===== config.mk =====
export PLATFORM = sky130hd
export DESIGN_NAME = fir_top
export DESIGN_NICKNAME = d
export VERILOG_FILES = /design/src/rtl/fir_pkg.sv /design/src/rtl/fir_adder_tree.sv /design/src/rtl/fir_preadd_mult.sv /design/src/rtl/fir_tap_line.sv /design/src/rtl/fir_top.sv /design/src/rtl/fir_valid_align.sv
export SDC_FILE = /design/constraint.sdc
export NUM_CORES = 2
export LEC_CHECK = 0
export ABC_CLOCK_PERIOD_IN_PS = 43600
export BUFFER_PORTS_ARGS = -buffer_cell sky130_fd_sc_hd__buf_2
export CAP_MARGIN = 10
export CORE_MARGIN = 4
export CORE_UTILIZATION = 35
export DETAILED_ROUTE_END_ITERATION = 6
export GPL_ROUTABILITY_DRIVEN = 0
export PLACE_DENSITY = 0.48
export SLEW_MARGIN = 20
export SYNTH_ARGS = -nofsm -noshare
export SYNTH_HDL_FRONTEND = slang
export SYNTH_SLANG_ARGS = --single-unit

===== constraint.sdc =====
create_clock -name clk -period 43.6 [get_ports clk]
set_input_delay 6.54 -clock clk [delete_from_list [all_inputs] [get_ports clk]]
set_output_delay 6.54 -clock clk [all_outputs]
set_load 0.01 [all_outputs]

===== src/rtl/fir_pkg.sv =====
// fir_pkg
// shared types and constants for the 27-tap symmetric FIR filter:
// sample and tap vector types, coefficient table and pipeline depth

package fir_pkg;

	// ************************************************************
	// widths and sizes
	// ************************************************************
	localparam int DW          = 18;
	localparam int NUM_TAPS    = 27;
	// symmetric filter, so only half the taps (rounded up) are unique
	localparam int NUM_UNIQ    = (NUM_TAPS + 1) / 2;
	// adder levels to reduce NUM_UNIQ products to one
	localparam int TREE_LEVELS = $clog2(NUM_UNIQ);
	// tap register + pre-add + multiply + adder tree
	localparam int LATENCY     = 1 + 1 + 1 + TREE_LEVELS;

	// ************************************************************
	// types
	// ************************************************************
	typedef logic signed [DW-1:0] data_t;

	typedef struct packed {
		logic  valid;
		data_t data;
	} sample_t;

	// element 0 holds the newest sample
	typedef data_t [NUM_TAPS-1:0] tap_vec_t;
	typedef data_t [NUM_UNIQ-1:0] prod_vec_t;

	// coefficient table, index 13 is the centre tap
	localparam data_t [0:NUM_UNIQ-1] COEFF = '{
		18'sd88,   18'sd0,    -18'sd97,  -18'sd197, -18'sd294,
		-18'sd380, -18'sd447, -18'sd490, -18'sd504, -18'sd481,
		-18'sd420, -18'sd319, -18'sd178, 18'sd0
	};

endpackage


===== src/rtl/fir_adder_tree.sv =====
// fir_adder_tree
// registered binary adder tree, reduces the 14 products to one sum
// over TREE_LEVELS levels; odd leftovers pass through a register
`timescale 1ns/1ns

module fir_adder_tree (
	input  logic               clk,
	input  logic               i_clk_ena,
	input  fir_pkg::prod_vec_t i_prods,
	output fir_pkg::data_t     o_sum
);
	import fir_pkg::*;

	// number of values present at a given level, level 0 is the input
	function automatic int level_count(int lvl);
		int n;
		n = NUM_UNIQ;
		for (int i = 0; i < lvl; i++) begin
			n = (n + 1) / 2;
		end
		return n;
	endfunction

	// node[0] is the product vector, node[l] the registers of level l
	data_t node [TREE_LEVELS+1][NUM_UNIQ];

	genvar l, j;

	generate
		for (j = 0; j < NUM_UNIQ; j++) begin : g_in
			assign node[0][j] = i_prods[j];
		end

		// ************************************************************
		// tree levels 14 -> 7 -> 4 -> 2 -> 1
		// ************************************************************
		for (l = 0; l < TREE_LEVELS; l++) begin : g_level
			localparam int N_IN  = level_count(l);
			localparam int N_OUT = level_count(l + 1);

			for (j = 0; j < N_OUT; j++) begin : g_node
				if (2 * j + 1 < N_IN) begin : g_add
					// neighbouring pair, wraps at DW bits
					always_ff @(posedge clk) begin
						if (i_clk_ena) begin
							node[l+1][j] <= node[l][2*j] + node[l][2*j+1];
						end
					end
				end else begin : g_pass
					// leftover keeps the same delay as the summed paths
					always_ff @(posedge clk) begin
						if (i_clk_ena) begin
							node[l+1][j] <= node[l][2*j];
						end
					end
				end
			end
		end
	endgenerate

	assign o_sum = node[TREE_LEVELS][0];

endmodule


===== src/rtl/fir_preadd_mult.sv =====
// fir_preadd_mult
// folds each symmetric tap pair with a pre-adder, then multiplies the
// pre-sums by the coefficient table; one register stage for each step
`timescale 1ns/1ns

module fir_preadd_mult (
	input  logic               clk,
	input  logic               i_clk_ena,
	input  fir_pkg::tap_vec_t  i_taps,
	output fir_pkg::prod_vec_t o_prods
);
	import fir_pkg::*;

	prod_vec_t presum_q;
	prod_vec_t prod_q;

	// ************************************************************
	// pre-add stage
	// ************************************************************
	// tap k pairs with tap 26-k, wrapping at DW bits
	always_ff @(posedge clk) begin
		if (i_clk_ena) begin
			for (int k = 0; k < NUM_UNIQ - 1; k++) begin
				presum_q[k] <= i_taps[k] + i_taps[NUM_TAPS-1-k];
			end
			// odd length, the centre tap has no partner
			presum_q[NUM_UNIQ-1] <= i_taps[NUM_UNIQ-1];
		end
	end

	// ************************************************************
	// multiply stage
	// ************************************************************
	// only the low DW bits of each product are kept
	always_ff @(posedge clk) begin
		if (i_clk_ena) begin
			for (int k = 0; k < NUM_UNIQ; k++) begin
				prod_q[k] <= presum_q[k] * COEFF[k];
			end
		end
	end

	assign o_prods = prod_q;

endmodule


===== src/rtl/fir_tap_line.sv =====
// fir_tap_line
// input side of the filter: shifts each enabled sample into a
// 27-deep delay line and registers its valid tag alongside tap 0
`timescale 1ns/1ns

module fir_tap_line (
	input  logic              clk,
	input  logic              reset,
	input  logic              i_clk_ena,
	input  fir_pkg::sample_t  i_sample,
	output fir_pkg::tap_vec_t o_taps,
	output logic              o_valid
);
	import fir_pkg::*;

	tap_vec_t taps_q;
	logic     valid_q;

	// newest sample enters at tap 0, oldest falls off the top
	always_ff @(posedge clk or posedge reset) begin
		if (reset) begin
			taps_q  <= '0;
			valid_q <= 1'b0;
		end else if (i_clk_ena) begin
			taps_q  <= {taps_q[NUM_TAPS-2:0], i_sample.data};
			valid_q <= i_sample.valid;
		end
	end

	assign o_taps  = taps_q;
	assign o_valid = valid_q;

	// ************************************************************
	// checks
	// ************************************************************
	// flagged data must be known when it is captured
	a_valid_data_known: assert property (
		@(posedge clk) disable iff (reset)
		(i_clk_ena && i_sample.valid) |-> !$isunknown(i_sample.data)
	) else $error("tap line captured unknown data with valid set");

endmodule


===== src/rtl/fir_top.sv =====
// fir_top
// 27-tap symmetric FIR filter with clock enable and valid tag:
// tap line, pre-add and multiply, adder tree, valid alignment
`timescale 1ns/1ns

module fir_top (
	input  logic             clk,
	input  logic             reset,
	input  logic             i_clk_ena,
	input  fir_pkg::sample_t i_sample,
	output fir_pkg::sample_t o_sample
);
	import fir_pkg::*;

	tap_vec_t  taps;
	logic      tap_valid;
	prod_vec_t prods;
	data_t     sum;

	// ************************************************************
	// input side
	// ************************************************************
	fir_tap_line tap_line_i (
		.clk       (clk),
		.reset     (reset),
		.i_clk_ena (i_clk_ena),
		.i_sample  (i_sample),
		.o_taps    (taps),
		.o_valid   (tap_valid)
	);

	// ************************************************************
	// arithmetic
	// ************************************************************
	fir_preadd_mult preadd_mult_i (
		.clk       (clk),
		.i_clk_ena (i_clk_ena),
		.i_taps    (taps),
		.o_prods   (prods)
	);

	fir_adder_tree adder_tree_i (
		.clk       (clk),
		.i_clk_ena (i_clk_ena),
		.i_prods   (prods),
		.o_sum     (sum)
	);

	// ************************************************************
	// output side
	// ************************************************************
	fir_valid_align valid_align_i (
		.clk       (clk),
		.reset     (reset),
		.i_clk_ena (i_clk_ena),
		.i_valid   (tap_valid),
		.i_sum     (sum),
		.o_sample  (o_sample)
	);

endmodule


===== src/rtl/fir_valid_align.sv =====
// fir_valid_align
// output side: delays the valid tag until the matching sum leaves the
// adder tree and packs both into the output sample
`timescale 1ns/1ns

module fir_valid_align (
	input  logic             clk,
	input  logic             reset,
	input  logic             i_clk_ena,
	input  logic             i_valid,
	input  fir_pkg::data_t   i_sum,
	output fir_pkg::sample_t o_sample
);
	import fir_pkg::*;

	// tap 0 is already one edge in, so the rest of the pipe is LATENCY-1
	localparam int DEPTH = LATENCY - 1;

	logic [DEPTH-1:0] valid_sr;

	always_ff @(posedge clk or posedge reset) begin
		if (reset) begin
			valid_sr <= '0;
		end else if (i_clk_ena) begin
			valid_sr <= {valid_sr[DEPTH-2:0], i_valid};
		end
	end

	assign o_sample.valid = valid_sr[DEPTH-1];
	assign o_sample.data  = i_sum;

	// no stale tag may come out once reset has been released
	a_valid_low_after_reset: assert property (
		@(posedge clk) $fell(reset) |-> !o_sample.valid
	) else $error("output valid set right after reset");

endmodule


# == Word-level counts from Yosys, hierarchy flattened ==
# Index checks and enable logic that the tools add are counted.
# op_classes
n_addsub,23
mul,12
# ops
cell,n
$add 18x18->18,23
$mul 18x10->18 const B,3
$mul 18x8->16 const B,2
$mul 18x9->17 const B,2
$mul 18x5->15 const B,1
$mul 18x7->15 const B,1
$mul 18x8->17 const B,1
$mul 18x8->18 const B,1
$mul 18x9->18 const B,1
# word_totals
reg_bits,1159
input_bits,22
out_inout_bits,19

# == Logic depth before layout (Yosys ltp) ==
# logic_depth
depth_word,1
ltp_mapped,19
ltp_nobuf,19

# == Modules after synthesis ==
# From an unflattened synthesis, not the netlist that was laid out.
# unflattened
hier_cells,6643
area_unflattened_um2,78235.0
# modules_own_cells
mod,instances,cells_per_inst,area_per_inst_um2
fir_preadd_mult,1,3777,40959.3
fir_adder_tree,1,1804,18626.6
fir_tap_line,1,1029,18251.3
fir_valid_align,1,33,397.9

# == Worst setup path before layout ==
# Ideal clock, no wire load.
# synth_timing
path_type,input -> register
startpoint,input i_clk_ena
endpoint,register tap_line_i.taps_q (netlist bit tap_line_i.o_taps[300])
setup_time_ns,0.125
arrival_time_ns,7.719
required_ns,43.475
slack_ns,35.756
stages,4
path_buffers,3
cell_sequence,clkbuf_1 > clkbuf_1 > clkbuf_1 > mux2_2
# synth_rtl
element,line,source
"start, declared",fir_top.sv:9,"input logic i_clk_ena,"
"end signal, assigned",fir_tap_line.sv:25,"taps_q <= {taps_q[NUM_TAPS-2:0], i_sample.data};"
"end, declared",fir_tap_line.sv:16,tap_vec_t taps_q;
# No word-level cell between the ends.

# == Worst setup path after layout ==
# layout_timing
startpoint,input i_clk_ena
endpoint,register tap_line_i.taps_q (netlist bit tap_line_i.o_taps[272])
# No word-level cell between the ends.

==> key figures <==
Status
  – Status: complete, no violations

Clock tree
  – Sink Count: ~1,100
  – CTS tree: done
  – CTS clock-pin slew for the worst setup and hold paths: around 0.05 ns
  – Clk Latency, worst-skew pair: about 0.78 ns
  – Clock Path Buffers: 3
  – H-tree depth: 4
  – Clock root cell: clkbuf_16
  – Cts repair resizes: 0
  – CTS hold repair buffers: 0
  – TritonCTS Buffers: roughly 130
  – Post-CTS Setup Inserts: 0

Route
  – Violation count after the first detailed-routing iteration: approximately 2,200
  – Vias: around 42,000
  – Met2 wire len: around 64,000 microns
  – Routed Antenna Nets: 0
  – Top layer in use: met5
  – Drt pass-1 iters: 5
  – Vias per Instance: roughly 4.7
  – Met3 routed WL: between 5000 and 6000 microns
  – Total Wirelength: 152,000 microns
  – Wire per inst: between 15 and 20 microns
  – DRC viols: 0
  – M1 WL: around 79,000 microns

Synthesis
  – Post-synthesis compound-gate area fraction: between 8 and 9%
  – Mapped cell area: between 70,000 and 80,000 sq um
  – Average size of a mapped cell: 12.2 sq um
  – Post-synth EDFFs: around 650
  – Syn_nets: 7,231
  – Post-synthesis adder-cell area fraction: between 20% and 30%
  – Synth Flop Type: edfxtp_1
  – Proportion of synthesized area in mux cells: under 10%
  – Number of synthesized register bits: around 1,100
  – Netlist cell types: a little over 70
  – Largest family of logic cells by synthesized area: adder cells
  – Post-synthesis xor/xnor area fraction: 6.49%
  – Synth Warn #: 0
  – Post-synthesis sequential area ratio: roughly 44%
  – Post-synthesis simple-gate area fraction: under 10%
  – Mapped Cells: between 5,000 and 6,000
  – Post-synth ARST share: 42.8%

Hold path
  – HP Class: reg -> reg

Timing
  – Max transition margin: 34.7%
  – Measured slew at the worst slew-check pin: a little under 1 ns
  – Post-route clock period utilization: ~25%
  – Setup Total Neg Slack: 0 ns
  – Final max-slew violation count: 0
  – Worst Clk Skew: between 0.04 and 0.05 ns
  – RSZ-0062 raised after global routing: no
  – Setup-failing EPs final: 0
  – Final Hold Fails: 0
  – Fin crit period: roughly 11 ns
  – Fmax: ~90 MHz

Setup path
  – CP Capture Type: flip-flop
  – Startpoint class of the critical path: primary input
  – CP max FO: 91
  – Worst path required time: 44.25 ns
  – CP Class: in -> reg
  – Crit path DAT: 11.43 ns

Placement
  – Port Buffer Count: 40
  – Post-DP HPWL: 119,000 microns

Global route
  – Vias in the first global route: 42,500
  – Initial antenna violation count: 4
  – Aggregate global-route resource usage: 14.2%
  – GR Overflow Total: 0
  – First-pass GRT wire length: approximately 240,000 microns
  – Largest net degree at the start of global routing: 168

Die
  – Row count: between 150 and 200
  – Die Ht: about 460 microns
  – Initial Util: 35.2%
  – Core area: 207,000 sq um
  – Die W: approximately 460 microns
  – # IOs: slightly above 40
  – Die area: ~220,000 sq um

Cells and area
  – Commonest non-fill, non-tap cell in the layout: ha_1
  – Filler cells: 19,800
  – Area delta synth->final: 10.7%
  – Layout Nets: 7,347
  – Share of post-route cells with drive strength above 1: about an eighth
  – Most frequent cells in the layout: ha_1 (915), inv_1 (853), edfxtp_1 (652)

Run
  – Number of max-cap violations: 0
## Yosys cell counts (9+ instances only)
master    count  area, sq um
clkbuf_1     59          221
nand3_1      28          140
nand4_1      16          100
buf_4        19          143
xnor2_1     444         3890
o211ai_1     13         97.6
nor4b_1      10         87.6
nand2b_1     58          363
nor2_1      270         1010
o21ai_1      69          345
inv_1       854         3210
edfxtp_1    652        19600
a311oi_1      9         78.8
xor2_1       95          832
dfrtp_1     487        12200
a211oi_1     33          248
ha_1        915        11400
o21ai_0     103          515
fa_1        337         6750
or3_1        26          163
a31oi_1      19          119
or2_2        14         87.6
o21a_1      104          781
mux2_2      463         5210
a21boi_1     18          135
nor4_1       16          100
o21bai_1     31          233
nor2b_1      63          394
a21oi_1     312         1560
nor3_1       47          235
and3_1       23          144
nand2_1     119          447
o31a_1       11         96.3
o31ai_1      12         90.1
a21o_1       96          721
## area by class of cell
class | count | area, sq um | share of cell area, %
Tap cell | 2704 | 3380 | 4.20
Clock inverter | 71 | 721 | 0.895
Inverter | 854 | 3210 | 3.99
Clock buffer | 172 | 3620 | 4.49
Multi-Input combinational cell | 3886 | 37400 | 46.5
Antenna cell | 1 | 2.50 | 0.00311
Timing Repair Buffer | 60 | 385 | 0.479
Sequential cell | 1139 | 31800 | 39.4
## kinds of logic (layout without fill, tap and decap cells)
logic type               after synthesis  in the layout
buffers and inverters                932           1157
adder cells (fa/ha/maj)             1252           1252
XOR/XNOR                             539            539
multiplexers                         464            464
other                                  0              1
flip-flops                          1139           1139
AO/OA/AOI/OAI                        917            917
AND/OR/NAND/NOR                      714            714
## critical path, stage by stage
cell and delay [ns]:
buf_8 0.47, buf_4 0.72, buf_4 0.68, buf_4 0.78, buf_4 0.65, buf_4 0.82
mux2_2 0.43
## per-layer routing
metal  global-route usage, %  vias to the layer above
li1                        -                    20900
met1                    21.5                    20300
met2                    21.1                      502
met3                    2.37                      176
met4                    3.53                        4
met5                       0                        -
## through the flow
| step | utilization (%) | instances | hold slack (ns) | cell area, sq um | setup slack [ns] |
|---|---|---|---|---|---|
| floorplan | - | 5957 | 0.400 | 72800 | 23.47 |
| finish | 38.9 | 8887 | 0.397 | 80500 | 32.82 |
| global route | 38.9 | 8887 | 0.410 | 80500 | 32.48 |
| CTS | 38.9 | 8886 | 0.399 | 80500 | 32.84 |
| detailed placement | 36.8 | 8643 | 0.405 | 76200 | 31.98 |
| global placement | 36.8 | 8643 | 0.402 | 76200 | 32.02 |
## flip-flops by register name (all words and copies together), names as in the netlist
name                    cells
adder_tree_i.node         228
adder_tree_i.o_sum         18
preadd_mult_i.o_prods     203
preadd_mult_i.presum_q    203
tap_line_i.o_taps         480
tap_line_i.o_valid          1
valid_align_i.valid_sr      6
## path summary, 6_finish.rpt
check | start | end | slack (ns) | cells past startpoint
worst max-delay path | i_clk_ena | tap_line_i.o_taps[272] | 32.82 | 7
worst min-delay path | preadd_mult_i.o_prods[3] | adder_tree_i.node[993] | 0.40 | 0
worst max register to register | preadd_mult_i.presum_q[165] | preadd_mult_i.o_prods[177] | 38.36 | 18
worst min register to register | preadd_mult_i.o_prods[3] | adder_tree_i.node[993] | 0.40 | 0
max in group asynchronous | reset | tap_line_i.o_taps[470] | 33.89 | 6
min in group asynchronous | reset | tap_line_i.o_taps[214] | 5.90 | 2
Power is not shown: default switching activity piles up to over one toggle a cycle in this logic, so the estimate is an artifact.
